File: config.mk
export PLATFORM = sky130hd
export DESIGN_NAME = pcSelect
export DESIGN_NICKNAME = d
export VERILOG_FILES = /design/src/verilog/pipePkg.sv /design/src/verilog/pcSelect.sv
export SDC_FILE = /design/constraint.sdc
export NUM_CORES = 1
export LEC_CHECK = 0
export BUFFER_PORTS_ARGS = -buffer_cell sky130_fd_sc_hd__buf_2
export CELL_PAD_IN_SITES_DETAIL_PLACEMENT = 1
export CELL_PAD_IN_SITES_GLOBAL_PLACEMENT = 2
export CORE_MARGIN = 4
export CORE_UTILIZATION = 20
export DETAILED_ROUTE_END_ITERATION = 12
export PLACE_DENSITY_LB_ADDON = 0.12
export SYNTH_ARGS = -nofsm -noshare
export SYNTH_HDL_FRONTEND = slang
export SYNTH_SLANG_ARGS = --single-unit
File: constraint.sdc
create_clock -name clk -period 1.9 [get_ports clk]
set_clock_uncertainty 0.05 [all_clocks]
set_input_delay 0.095 -clock clk [delete_from_list [all_inputs] [get_ports clk]]
set_output_delay 0.095 -clock clk [all_outputs]
set_load 0.005 [all_outputs]
File: src/verilog/pipePkg.sv
package pipePkg;

    // width of the history snapshot carried with each prediction
    localparam int indexBits = 8;

    typedef logic [31:0] addrT;

    typedef enum logic [2:0] {
        kindNone   = 3'd0,
        kindBranch = 3'd1,  // conditional, direction from the counter
        kindJump   = 3'd2,
        kindCall   = 3'd3,  // pushes return address
        kindReturn = 3'd4   // target from the return stack
    } branchKind;

    // prediction handed to fetch, travels down the pipe with the instruction
    typedef struct packed {
        logic                 valid;
        logic                 hit;
        logic                 taken;
        branchKind            kind;
        addrT                 target;
        logic [1:0]           count;   // counter value seen at lookup
        logic [indexBits-1:0] index;   // history used at lookup
    } predictT;

    // outcome sent back from execute
    typedef struct packed {
        logic                 valid;
        addrT                 pc;
        branchKind            kind;
        logic                 taken;
        addrT                 target;
        logic                 hit;     // copied from the prediction
        logic [1:0]           count;   // copied from the prediction
        logic [indexBits-1:0] index;   // copied from the prediction
    } resolveT;

endpackage
File: src/verilog/pcSelect.sv
`timescale 1ns/10ps

module pcSelect import pipePkg::*; (
    input  logic    clk,
    input  logic    reset,
    input  logic    stall,
    input  logic    flush,
    input  addrT    redirectPc,
    input  predictT prediction,
    output addrT    lookupPc,
    output addrT    fetchPc
);

    logic predTaken;

    // a prediction counts only while its register slot is valid
    assign predTaken = prediction.valid && prediction.taken;

    // next pc, flush beats stall beats prediction
    always_comb begin
        if (flush) begin
            lookupPc = redirectPc;
        end else if (stall) begin
            lookupPc = fetchPc;
        end else if (predTaken) begin
            lookupPc = prediction.target;
        end else begin
            lookupPc = fetchPc + 32'd4;
        end
    end

    // lookupPc already equals fetchPc under a stall
    always_ff @(posedge clk) begin
        if (reset) begin
            fetchPc <= '0;
        end else begin
            fetchPc <= lookupPc;
        end
    end

endmodule

Yosys cells after proc, flatten, opt, wreduce, memory -nomap -nowiden
Cells that the tools add are included.

Flip-flop bits (word level): 32. Input port bits: 84. Output and inout bits: 64. Logic and storage cells: 6.

$add $sub $neg: 1. Mux-type cells: 3. Reductions and logical operators: 1.

Operators by type and width (count): $mux 32 (3); $add 32x3->32 const B (1); $logic_and 1x1->1 (1).

Logic depth before layout (Yosys ltp)
Gate-level depths: netlist of the first run.

Depth after elaboration: 4. Depth in mapped cells: 7. Mapped depth without buffers: 6.

Worst setup path after synthesis of the first run
OpenSTA, ideal clock, no wires.

Kind: reg2reg. Start point: register fetchPc[5]. End point: register fetchPc[15]. Setup time: 0.133 ns. Arrival: 1.599 ns. Required time: 1.717 ns. Slack: 0.119 ns. Stages on the path, launching flop included: 7. Path buffers: 1. Clock period less this slack: 1.781 ns. Cell sequence: dfxtp_1 buf_2 nand4_4 nor4_4 mux2_2 nor2_1 nor3_2.

Word-level cells in the longest chain between the ends: 4.

RTL lines: from (decl) (line pcSelect.sv:11) `output addrT fetchPc`; from (signal assigned) (line pcSelect.sv:37) `fetchPc <= lookupPc;`; $add 32x3->32 (line pcSelect.sv:28) `lookupPc = fetchPc + 32'd4;`; $mux 32 (line pcSelect.sv:25) `end else if (predTaken) begin`; $mux 32 (line pcSelect.sv:23) `end else if (stall) begin`; $mux 32 (line pcSelect.sv:21) `if (flush) begin`.

No other way between the ends. A chain may end at the register's enable or synchronous reset.

Worst setup path in the final report of the first run
Start point: register fetchPc[2]. End point: output lookupPc[20].

Word-level cells in the longest chain between the ends: 4.

RTL lines: $add 32x3->32 (line pcSelect.sv:28); $mux 32 (line pcSelect.sv:25); $mux 32 (line pcSelect.sv:23); $mux 32 (line pcSelect.sv:21); to (decl) (line pcSelect.sv:10) `output addrT lookupPc,`.

No other way between the ends.

==> metrics.md, run 1 <==
| Metric | Value |
|---|---|
| Number of hold buffers added after CTS | `0` |
| Start-to-end type of the worst setup path | `flip-flop to output port` |
| Status | `complete, but fails checks` |
| Number of flip-flops in the largest register | `32` |
| Top_reg_cell synth | `sky130_fd_sc_hd__dfxtp_1` |
| Number of rows in the core area | `between 40 and 50` |
| Maximum clock frequency | `0.478 GHz` |
| Congestion Overflow GR | `0` |
| Type of destination of the critical path | `output port` |
| Worst slew margin relative to its limit | `0.714` |
| End of the worst register-to-register path | `fetchPc[16]` |
| Largest registers | `fetchPc x32` |
| Count of input and output buffers | `133` |
| Overall Global Routing Usage | `0.178` |
| Violations in the final reports | `negative setup slack` |
| Sequential share of the synthesized area | `0.247` |
| Startpoint of the most critical hold path | `redirectPc[7]` |
| Setup repair after global routing missed its margin | `true` |
| Placed Instance Area | `0.00385 mm^2` |
| DIE HEIGHT | `122 um` |
| Time the final worst path needs with I/O delays and setup | `2.09 ns` |
| Clk Tree Root Cell | `sky130_fd_sc_hd__clkbuf_16` |
| Gate Count Post-Synth | `349` |
| Via density per instance | `4.89` |
| Avg Synthesized Cell Area | `7.43 um^2` |
| Die X-Extent | `122 um` |
| Start of the worst register-to-register path | `fetchPc[2]` |
| Fraction of final layout cells with drive strength greater than 1 | `0.571` |
| Async S/R FF share, synth | `0` |
| Maxcap violations | `0` |
| Setup slack of the worst register-to-register path | `0.01 ns` |
| Cells on Worst Hold Path | `3` |
| Number of max-slew violations in the final report | `0` |
| Reported leakage power | `2.06 nW` |
| Worst min-delay path class | `input pin to flip-flop` |
| Residual antenna-violating net count after detailed routing | `0` |
| Io pins | `148` |
| Effective utilization at floorplan | `0.205` |
| Wire length per cell after detailed routing | `19.1 um` |
| Final core utilization | `0.363` |
| Data required time at the worst endpoint | `1.75 ns` |
| Number of enable flip-flop cells after synthesis | `0` |
| Clk pin slew, worst setup/hold paths | `0.06 ns` |
| Area of the core region | `roughly 0.013 mm^2` |
| Sink of the worst hold path | `fetchPc[7]` |
| Final Net Count | `roughly 640` |
| Final number of setup-violating endpoints | `22` |
| Number of diodes added for antenna fixing | `0` |
| Via count | `approximately 3600` |
| Maximum number of pins on one net before global-route repair | `42` |
| Number of global-route vias before repair | `3758` |
| Clock tree from TritonCTS | `done` |
| Net count after synthesis | `about 430` |
| Half-perimeter wire length of the detailed placement result | `10400 um` |
| Least-Margin Pin Slew | `0.427 ns` |
| Total detailed-routing wirelength | `13900 um` |
| Critical Path AT | `roughly 2.0 ns` |
| Number of H-tree levels | `2` |
| Final number of hold-violating endpoints | `0` |
| Depth of the worst register-to-register path | `10` |
| DRC viols | `0` |
| Worst vdd ir | `0.257 mV` |
| Latest clock arrival within the worst-skew pair | `0.28 ns` |
| CP Launch Type | `flip-flop` |
| Worst hold margin | `0.0175 ns` |
| Critical path fanouts, max | `4` |
| Warning count from the yosys run | `0` |
| DR iter-0 viols | `129` |
| Antenna violations before repair | `0` |
| Period Utilization, post-route | `1.10` |
| Cell at the slowest stage of the critical path | `sky130_fd_sc_hd__dfxtp_4` |
| Number of library cell types mapped by synthesis | `61` |
| Sink count of the clock tree | `32` |
| Register bank with the most flops | `fetchPc` |
| Area of the mapped netlist | `approximately 0.0026 mm^2` |
| Drt pass-1 iters | `4` |
| Area enclosed by the die boundary | `0.0149 mm^2` |
| Worst setup margin | `-0.192 ns` |
| Clock Path Buffers | `2` |
| Final GP Congestion | `about 0.82` |
| Longest individual stage delay on the worst path | `0.37 ns` |
| Final non-filler cell area | `0.00460 mm^2` |
| Cell-by-cell trace of the critical path | `ha_4 -> and2_4 -> nand4_1 -> buf_4 -> buf_6 -> nor4_4 -> o31ai_4 -> o21ai_1 -> buf_2` |
| Number of buffers created by CTS | `5` |
| Global-route wire length before repair | `20700 um` |
| Signed area change from the synthesized netlist to the final layout | `77.3%` |
| Power per cell area | `530 mW/mm^2` |
| Post-layout power | `2.44 mW` |
| Number of register bits inferred by synthesis | `32` |
==> kinds of logic after synthesis <==
kind of cell / count (synthesis) / synth area share
AOI/OAI and AO/OA: 115 / 0.291
xor gates and xnor gates: 4 / 0.0135
adders and majority gates: 1 / 0.00482
buffers and inverters: 31 / 0.0507
DFF: 32 / 0.247
muxes: 13 / 0.0531
and+or+nand+nor: 153 / 0.340
==> synth_stat cells (4+ instances only) <==
cell | number | area, um^2
sky130_fd_sc_hd__nand2_1 | 42 | 158
sky130_fd_sc_hd__o21ai_0 | 29 | 145
sky130_fd_sc_hd__o22ai_1 | 24 | 150
sky130_fd_sc_hd__xor2_1 | 4 | 35.0
sky130_fd_sc_hd__nand3_1 | 9 | 45.0
sky130_fd_sc_hd__and3_1 | 11 | 68.8
sky130_fd_sc_hd__dfxtp_1 | 32 | 641
sky130_fd_sc_hd__a21oi_1 | 21 | 105
sky130_fd_sc_hd__clkbuf_1 | 16 | 60.1
sky130_fd_sc_hd__a31oi_1 | 7 | 43.8
sky130_fd_sc_hd__and2_1 | 5 | 31.3
sky130_fd_sc_hd__nor2b_1 | 14 | 87.6
sky130_fd_sc_hd__and4_1 | 4 | 35.0
sky130_fd_sc_hd__mux2_2 | 6 | 67.6
sky130_fd_sc_hd__nor4_1 | 5 | 31.3
sky130_fd_sc_hd__nand4_1 | 12 | 75.1
sky130_fd_sc_hd__nor3_1 | 7 | 35.0
sky130_fd_sc_hd__mux2i_1 | 7 | 70.1
sky130_fd_sc_hd__nor2_1 | 21 | 78.8
sky130_fd_sc_hd__a211oi_1 | 10 | 75.1
sky130_fd_sc_hd__buf_2 | 6 | 30.0
==> cell type report <==
class | count | area [um^2]
Fill cell | 1587 | 8070
Multi-Input combinational cell | 286 | 2140
Timing Repair Buffer | 224 | 1400
Sequential cell | 32 | 682
Tap cell | 172 | 215
Clock buffer | 8 | 146
Inverter | 5 | 18.8
==> report_power, final <==
part	total, mW	switching, mW	internal (mW)
sequential	0.779	0.0561	0.723
clock	0.841	0.318	0.523
combinational	0.818	0.418	0.400
total	2.44	0.791	1.65
==> worst max-delay path, delay by kind of cell, from the launching register on <==
kind | cells | cell delay, ns
AOI/OAI and AO/OA | 2 | 0.23
adders and majority gates | 1 | 0.16
buffers and inverters | 3 | 0.43
DFF | 1 | 0.37
and+or+nand+nor | 3 | 0.46
==> repair_timing <==
action / CTS / global route
gates resized for setup: 66 / 41
pin swaps: 28 / 18
setup buffers: 16 / 14
endpoints found under the setup margin: 31 / 34
==> cells in the final DEF, fill, tap and decap left out, types with 4 or more instances in the layout <==
cell,count
sky130_fd_sc_hd__and3_1,8
sky130_fd_sc_hd__o21ai_0,22
sky130_fd_sc_hd__o21ai_1,4
sky130_fd_sc_hd__nand2_1,40
sky130_fd_sc_hd__o22ai_1,23
sky130_fd_sc_hd__clkbuf_16,5
sky130_fd_sc_hd__a211oi_1,7
sky130_fd_sc_hd__nor2b_1,13
sky130_fd_sc_hd__and3_4,4
sky130_fd_sc_hd__dfxtp_2,12
sky130_fd_sc_hd__nor3_2,5
sky130_fd_sc_hd__buf_2,133
sky130_fd_sc_hd__mux2i_1,5
sky130_fd_sc_hd__buf_6,9
sky130_fd_sc_hd__a211oi_2,5
sky130_fd_sc_hd__nand3_1,6
sky130_fd_sc_hd__and2_1,4
sky130_fd_sc_hd__a21oi_1,17
sky130_fd_sc_hd__dfxtp_1,13
sky130_fd_sc_hd__nand4_1,12
sky130_fd_sc_hd__a31oi_1,7
sky130_fd_sc_hd__a21oi_2,4
sky130_fd_sc_hd__buf_4,81
sky130_fd_sc_hd__dfxtp_4,7
sky130_fd_sc_hd__nor2_1,17
==> stage by stage <==
| stage | worst slack [ns] | cells | TNS [ns] |
|---|---|---|---|
| detailed placement | -0.121 | 691 | -0.441 |
| finish | -0.192 | 727 | -1.99 |
| CTS | -0.208 | 715 | -2.72 |
| floorplan | 0.119 | 349 | 0 |
| global route | -0.278 | 727 | -4.46 |
| global placement | -0.0201 | 691 | -0.0787 |
==> metal layers <==
metal | up-vias | part of all wire | global-route usage
met3 | 10 | 0.046 | 0.0232
met2 | 96 | 0.48 | 0.306
li1 | 1731 | - | -
met5 | - | 0 | 0
met4 | 0 | 0.0094 | 0.0336
met1 | 1719 | 0.46 | 0.242
==> worst max-delay path by stage <==
| stage | from | end | slack, ns | cells past startpoint |
|---|---|---|---|---|
| 5_1_grt | fetchPc[2] | lookupPc[20] | -0.28 | 9 |
| 4_1_cts | fetchPc[9] | lookupPc[28] | -0.21 | 8 |
| 6_report | fetchPc[2] | lookupPc[20] | -0.19 | 9 |
| 2_1_floorplan | fetchPc[5] | fetchPc[15] | 0.12 | 6 |
| 3_5_place_dp | fetchPc[2] | lookupPc[28] | -0.12 | 8 |
| 3_3_place_gp | fetchPc[11] | lookupPc[23] | -0.02 | 7 |
(Power assumes the default switching activity.)
==> inputs of run 2 (changes only) <==
--- a/config.mk
+++ b/config.mk
@@ -10,8 +10,10 @@
 export CELL_PAD_IN_SITES_GLOBAL_PLACEMENT = 2
 export CORE_MARGIN = 4
 export CORE_UTILIZATION = 20
+export CTS_CLUSTER_SIZE = 28
 export DETAILED_ROUTE_END_ITERATION = 12
 export PLACE_DENSITY_LB_ADDON = 0.12
+export RECOVER_POWER = 50
 export SYNTH_ARGS = -nofsm -noshare
 export SYNTH_HDL_FRONTEND = slang
 export SYNTH_SLANG_ARGS = --single-unit
==> run 2 against run 1 <==
  * The run still ends with negative setup slack left
  * Cell count unchanged
  * First-iteration DRC count down 9.3%
  * Flip-flop and latch count unchanged
  * Sequential share of layout area up 0.073 points
  * Critical path type unchanged
  * Largest cell class unchanged
==> metrics.md, run 2 (synthesis gave the netlist of run 1 again) <==
| Metric | Value |
|---|---|
| Capturing instance or port of the critical path | `lookupPc[20] (unchanged)` |
| Time the final worst path needs with I/O delays and setup | `2.08 ns (was 2.09 ns)` |
| Fraction of final layout cells with drive strength greater than 1 | `0.553 (was 0.571)` |
| Via count | `3557 (was 3556)` |
| Critical Path AT | `1.93 ns (was 1.95 ns)` |
| Congestion Overflow GR | `0 (unchanged)` |
| Count of input and output buffers | `133 (unchanged)` |
| Most used cells in the layout excluding fill and tap cells | `sky130_fd_sc_hd__buf_2, sky130_fd_sc_hd__buf_4, sky130_fd_sc_hd__nand2_1 (unchanged)` |
| Number of hold buffers added after CTS | `0 (unchanged)` |
| End of the worst register-to-register path | `fetchPc[16] (unchanged)` |
| Source of the critical timing path | `fetchPc[2] (unchanged)` |
| Effective utilization at floorplan | `0.205 (unchanged)` |
| Pre-CTS WS | `-0.121 ns (unchanged)` |
| Worst min-delay path class | `input pin to flip-flop (unchanged)` |
| Depth of the worst register-to-register path | `10 (unchanged)` |
| DR iter-0 viols | `117 (was 129)` |
| Final GP Congestion | `0.817 (unchanged)` |
| Critical path fanouts, max | `4 (unchanged)` |
| Worst setup margin | `-0.180 ns (was -0.192 ns)` |
| Maximum number of pins on one net before global-route repair | `42 (unchanged)` |
| Largest registers | `fetchPc x32 (unchanged)` |
| Signed area change from the synthesized netlist to the final layout | `76.4% (was 77.3%)` |
| Worst vdd ir | `0.257 mV (about the same)` |
| Area of the core region | `0.0127 mm^2 (unchanged)` |
| Period Utilization, post-route | `1.09 (was 1.10)` |
| Worst hold margin | `0.0173 ns (was 0.0175 ns)` |
| Final Net Count | `639 (unchanged)` |
| Antenna violations before repair | `0 (unchanged)` |
| Area taken by multi-input logic gates | `0.00214 mm^2 (unchanged)` |
| CP Launch Type | `flip-flop (unchanged)` |
| Clock tree from TritonCTS | `done (unchanged)` |
| Total detailed-routing wirelength | `13900 um (about the same)` |
| Sink count of the clock tree | `32 (unchanged)` |
| Placed Instance Area | `0.00385 mm^2 (unchanged)` |
| Number of flip-flops in the largest register | `32 (unchanged)` |
| Global-route wire length before repair | `20700 um (unchanged)` |
| Violations in the final reports | `negative setup slack (unchanged)` |
| Latest clock arrival within the worst-skew pair | `0.28 ns (about the same)` |
| Number of rows in the core area | `41 (unchanged)` |
| Reported leakage power | `2.02 nW (was 2.06 nW)` |
| Post-route non-filler standard cell count | `727 (unchanged)` |
| Least-Margin Pin Slew | `0.430 ns (was 0.427 ns)` |
| Area enclosed by the die boundary | `0.0149 mm^2 (unchanged)` |
| Half-perimeter wire length of the detailed placement result | `10400 um (unchanged)` |
| Number of global-route vias before repair | `3758 (unchanged)` |
| Most common cell after layout, fill and taps aside | `sky130_fd_sc_hd__buf_2 (unchanged)` |
| Overall Global Routing Usage | `0.178 (unchanged)` |
| Placed cell count | `691 (unchanged)` |
| Data required time at the worst endpoint | `1.75 ns (about the same)` |
| Final non-filler cell area | `0.00458 mm^2 (was 0.00460 mm^2)` |
| Clk pin slew, worst setup/hold paths | `0.06 ns (about the same)` |
| Number of buffers created by CTS | `5 (unchanged)` |
| Number of diodes added for antenna fixing | `0 (unchanged)` |
| Wire length per cell after detailed routing | `19.1 um (about the same)` |
| Via density per instance | `4.89 (about the same)` |
| Setup repair after global routing missed its margin | `true (unchanged)` |
| Number of H-tree levels | `2 (unchanged)` |
| Drt pass-1 iters | `4 (unchanged)` |
| Sequential cell area | `682 um^2 (unchanged)` |
| Io pins | `148 (unchanged)` |
| Filler instances | `1594 (was 1587)` |
| Clock Path Buffers | `2 (unchanged)` |
| DRC viols | `0 (unchanged)` |
| Clk Tree Root Cell | `sky130_fd_sc_hd__clkbuf_16 (unchanged)` |
| Post-layout power | `2.43 mW (was 2.44 mW)` |
| Start of the worst register-to-register path | `fetchPc[2] (unchanged)` |
| Final number of hold-violating endpoints | `0 (unchanged)` |
| Worst slew margin relative to its limit | `0.712 (was 0.714)` |
| Final core utilization | `0.361 (was 0.363)` |
| Type of destination of the critical path | `output port (unchanged)` |
| Register bank with the most flops | `fetchPc (unchanged)` |
| Final number of setup-violating endpoints | `21 (was 22)` |
| Number of max-slew violations in the final report | `0 (unchanged)` |
| Maximum clock frequency | `0.481 GHz (was 0.478 GHz)` |
| Status | `complete, but fails checks (unchanged)` |
| Setup TNS | `-1.98 ns (was -1.99 ns)` |
| Residual antenna-violating net count after detailed routing | `0 (unchanged)` |
| DIE HEIGHT | `122 um (unchanged)` |
| Power per cell area | `531 mW/mm^2 (was 530 mW/mm^2)` |
| Die X-Extent | `122 um (unchanged)` |
| Start-to-end type of the worst setup path | `flip-flop to output port (unchanged)` |
| Setup slack of the worst register-to-register path | `0.03 ns (was 0.01 ns)` |
| Maxcap violations | `0 (unchanged)` |
-- run 2: cell types whose count changed in the layout (fill, tap and decap cells not counted), sizes merged --
cell	delta
buf	-10
clkbuf	+10
-- run 2: what timing repair did --
action | CTS | global route
setup buffers | 16 | 14
pin swaps | 28 | 18
endpoints found under the setup margin | 31 | 34
resized for setup | 66 | 41
gates cloned | 0 | 0
-- run 2: how the worst min path moves through the flow --
| stage | cells past startpoint | slack (ns) | from | endpoint |
|---|---|---|---|---|
| after CTS | 3 | 0.02 | redirectPc[7] | fetchPc[7] |
| after detailed placement | 3 | 0.32 | redirectPc[7] | fetchPc[7] |
| final | 3 | 0.02 | redirectPc[7] | fetchPc[7] |
| after global routing | 3 | 0.04 | redirectPc[7] | fetchPc[7] |
| after floorplan | 2 | 0.20 | redirectPc[13] | fetchPc[13] |
| after global placement | 3 | 0.32 | redirectPc[7] | fetchPc[7] |
-- run 2: layer usage --
layer / track usage / up-vias / wire, um
li1: - / 1740 / -
met1: 0.242 / 1721 / 6560
met2: 0.306 / 86 / 6720
met3: 0.0232 / 10 / 527
met4: 0.0336 / 0 / 113
met5: 0 / - / 0
-- run 2: power by group --
part	switching, mW	leakage, nW	internal (mW)
Clock	0.316	0.0712	0.523
Sequential	0.0563	0.273	0.723
Combinational	0.418	1.67	0.392
Total	0.791	2.02	1.64
-- run 2: worst max-delay path, stage by stage, from the launching register on --
cell and delay, ns:
sky130_fd_sc_hd__dfxtp_4 0.37, sky130_fd_sc_hd__ha_4 0.16, sky130_fd_sc_hd__and2_4 0.15, sky130_fd_sc_hd__nand4_1 0.12, sky130_fd_sc_hd__buf_4 0.18, sky130_fd_sc_hd__buf_6 0.12
sky130_fd_sc_hd__nor4_4 0.19, sky130_fd_sc_hd__o31ai_4 0.10, sky130_fd_sc_hd__o21ai_1 0.13, sky130_fd_sc_hd__buf_2 0.13
-- run 2: layout make-up --
type / count / share of cell area
Clock buffer: 8 / 0.0320
Inverter: 5 / 0.00410
Multi-Input combinational cell: 286 / 0.468
Sequential cell: 32 / 0.149
Tap cell: 172 / 0.0470
Timing Repair Buffer: 224 / 0.300
==> inputs of run 3 (changes only) <==
--- a/config.mk
+++ b/config.mk
@@ -8,11 +8,10 @@
 export BUFFER_PORTS_ARGS = -buffer_cell sky130_fd_sc_hd__buf_2
 export CELL_PAD_IN_SITES_DETAIL_PLACEMENT = 1
 export CELL_PAD_IN_SITES_GLOBAL_PLACEMENT = 2
-export CORE_MARGIN = 4
 export CORE_UTILIZATION = 20
 export CTS_CLUSTER_SIZE = 28
 export DETAILED_ROUTE_END_ITERATION = 12
-export PLACE_DENSITY_LB_ADDON = 0.12
+export PLACE_DENSITY = 0.8
 export RECOVER_POWER = 50
 export SYNTH_ARGS = -nofsm -noshare
 export SYNTH_HDL_FRONTEND = slang
==> run 3 against run 2 <==
  * The flow still finishes with violations (negative setup slack)
  * Clock power grew 0.7%
  * Critical path depth down 2
  * Die area decreased by 9.6%
  * Power shrank 0.78%
  * Utilization fell by 0.26 points
  * Flip-flop and latch count unchanged
  * Largest power group unchanged
==> metrics.md, run 3 (synthesis gave the netlist of run 1 again) <==
| Metric | Value |
|---|---|
| Latest clock arrival within the worst-skew pair | `0.28 ns (about the same)` |
| Global-route wire length before repair | `20300 um (was 20700 um)` |
| Number of global-route vias before repair | `3691 (was 3758)` |
| Final number of hold-violating endpoints | `0 (unchanged)` |
| Maxcap violations | `0 (unchanged)` |
| Depth of the worst register-to-register path | `7 (was 10)` |
| Critical path fanouts, max | `4 (unchanged)` |
| Sink of the worst hold path | `fetchPc[7] (unchanged)` |
| Source of the critical timing path | `fetchPc[3] (was fetchPc[2])` |
| Worst vdd ir | `0.320 mV (was 0.257 mV)` |
| Sink count of the clock tree | `32 (unchanged)` |
| DRC viols | `0 (unchanged)` |
| Most common cell after layout, fill and taps aside | `sky130_fd_sc_hd__buf_2 (unchanged)` |
| Via density per instance | `5.06 (was 4.89)` |
| Period Utilization, post-route | `1.15 (was 1.09)` |
| Worst min-delay path class | `input pin to flip-flop (unchanged)` |
| Type of destination of the critical path | `output port (unchanged)` |
| Total detailed-routing wirelength | `13700 um (was 13900 um)` |
| Clock tree from TritonCTS | `done (unchanged)` |
| Final core utilization | `0.359 (was 0.361)` |
| Status | `complete, but fails checks (unchanged)` |
| Io pins | `148 (unchanged)` |
| Setup slack of the worst register-to-register path | `0 ns (was 0.03 ns)` |
| Number of H-tree levels | `2 (unchanged)` |
| Signed area change from the synthesized netlist to the final layout | `74.4% (was 76.4%)` |
| Most used cells in the layout excluding fill and tap cells | `sky130_fd_sc_hd__buf_2, sky130_fd_sc_hd__buf_4, sky130_fd_sc_hd__nand2_1 (unchanged)` |
| Clk Tree Root Cell | `sky130_fd_sc_hd__clkbuf_16 (unchanged)` |
| Post-route non-filler standard cell count | `715 (was 727)` |
| Congestion Overflow GR | `0 (unchanged)` |
| DIE HEIGHT | `116 um (was 122 um)` |
| Least-Margin Pin Slew | `0.442 ns (was 0.430 ns)` |
| Die X-Extent | `116 um (was 122 um)` |
| Largest registers | `fetchPc x32 (unchanged)` |
| Violations in the final reports | `negative setup slack (unchanged)` |
| Number of buffers created by CTS | `5 (unchanged)` |
| Via count | `3621 (was 3557)` |
| Critical Path AT | `2.03 ns (was 1.93 ns)` |
| Maximum number of pins on one net before global-route repair | `34 (was 42)` |
| Wire length per cell after detailed routing | `19.2 um (was 19.1 um)` |
| Area taken by multi-input logic gates | `0.00215 mm^2 (was 0.00214 mm^2)` |
| Fraction of final layout cells with drive strength greater than 1 | `0.554 (was 0.553)` |
| DR iter-0 viols | `172 (was 117)` |
| Clock Path Buffers | `2 (unchanged)` |
| Power per cell area | `533 mW/mm^2 (was 531 mW/mm^2)` |
| Count of input and output buffers | `133 (unchanged)` |
| Antenna violations before repair | `1 (was 0)` |
| Placed Instance Area | `0.00382 mm^2 (was 0.00385 mm^2)` |
| Residual antenna-violating net count after detailed routing | `0 (unchanged)` |
| Reported leakage power | `2.01 nW (was 2.02 nW)` |
| Final number of setup-violating endpoints | `23 (was 21)` |
| CP Launch Type | `flip-flop (unchanged)` |
| Number of flip-flops in the largest register | `32 (unchanged)` |
| End of the worst register-to-register path | `fetchPc[18] (was fetchPc[16])` |
| Filler instances | `1578 (was 1594)` |
| Worst slew margin relative to its limit | `0.704 (was 0.712)` |
| Worst hold margin | `0.0467 ns (was 0.0173 ns)` |
| Time the final worst path needs with I/O delays and setup | `2.18 ns (was 2.08 ns)` |
| Number of max-slew violations in the final report | `0 (unchanged)` |
| Final GP Congestion | `0.877 (was 0.817)` |
| Clk pin slew, worst setup/hold paths | `0.06 ns (about the same)` |
| Half-perimeter wire length of the detailed placement result | `9730 um (was 10400 um)` |
| Setup repair after global routing missed its margin | `true (unchanged)` |
| Area enclosed by the die boundary | `0.0134 mm^2 (was 0.0149 mm^2)` |
| Maximum clock frequency | `0.460 GHz (was 0.481 GHz)` |
| Overall Global Routing Usage | `0.197 (was 0.178)` |
| Startpoint of the most critical hold path | `redirectPc[7] (unchanged)` |
| Register bank with the most flops | `fetchPc (unchanged)` |
| Number of rows in the core area | `41 (unchanged)` |
| Cells on Worst Hold Path | `3 (unchanged)` |
| Drt pass-1 iters | `4 (unchanged)` |
| Final Net Count | `626 (was 639)` |
| Area of the core region | `0.0126 mm^2 (was 0.0127 mm^2)` |
| Placed cell count | `689 (was 691)` |
| Data required time at the worst endpoint | `1.75 ns (about the same)` |
| Number of hold buffers added after CTS | `0 (unchanged)` |
| Final non-filler cell area | `0.00452 mm^2 (was 0.00458 mm^2)` |
| Sequential cell area | `689 um^2 (was 682 um^2)` |
| Start of the worst register-to-register path | `fetchPc[3] (was fetchPc[2])` |
| Start-to-end type of the worst setup path | `flip-flop to output port (unchanged)` |
| Worst setup margin | `-0.276 ns (was -0.180 ns)` |
| Effective utilization at floorplan | `0.206 (was 0.205)` |
==> run 3: area by class of cell <==
| class | instances | share of cell area |
|---|---|---|
| clock inverters | 1 | 0.00166 |
| clock buffers | 7 | 0.0315 |
| flip-flops and latches | 32 | 0.152 |
| multi-input cells | 286 | 0.475 |
| diodes | 1 | 0.000553 |
| inverters | 5 | 0.00415 |
| well taps | 172 | 0.0476 |
| repair buffers | 211 | 0.288 |
==> run 3: stage by stage <==
step | TNS [ns] | total power [mW] | setup WS (ns)
3_3_place_gp | 0 | 1.47 | 0.00982
2_1_floorplan | 0 | 1.10 | 0.119
6_report | -3.13 | 2.41 | -0.276
3_5_place_dp | 0 | 1.48 | 0.00345
5_1_grt | -5.16 | 2.53 | -0.344
4_1_cts | -2.97 | 2.38 | -0.228
==> run 3: how the worst max path moves through the flow <==
stage / end / slack, ns / cells past startpoint
floorplan: fetchPc[15] / 0.12 / 6
global placement: lookupPc[18] / 0.01 / 7
detailed placement: lookupPc[31] / 0.003 / 7
CTS: lookupPc[27] / -0.23 / 7
global route: lookupPc[18] / -0.34 / 7
finish: lookupPc[18] / -0.28 / 7
==> run 3: metal layers <==
layer | track usage | vias to the layer above | routed length, um
met5 | 0 | - | 0
met4 | 0.0556 | 0 | 187
met3 | 0.0303 | 14 | 753
met2 | 0.340 | 115 | 6850
met1 | 0.255 | 1782 | 5940
li1 | - | 1710 | -
==> run 3: where the power goes <==
part	total, mW	internal (mW)	leakage (nW)	switching, mW
registers	0.783	0.721	0.274	0.0621
clock network	0.846	0.523	0.0701	0.324
logic	0.781	0.373	1.67	0.408
==> run 3: worst max-delay path, stage by stage, from the launching register on <==
cell                      delay (ns)
sky130_fd_sc_hd__dfxtp_4        0.36
sky130_fd_sc_hd__ha_4           0.16
sky130_fd_sc_hd__and2_4         0.15
sky130_fd_sc_hd__nand4_1        0.22
sky130_fd_sc_hd__or3_1          0.39
sky130_fd_sc_hd__and3_1         0.21
sky130_fd_sc_hd__nor2b_2        0.13
sky130_fd_sc_hd__buf_2          0.13
==> run 3: timing repair <==
action                                 in CTS  in global routing
setup buffers                               6                 10
pin swaps                                  18                 25
setup endpoints to repair                  26                 28
endpoints found under the hold margin       0                  0
gates cloned                                2                  0
resized for setup                          67                 45
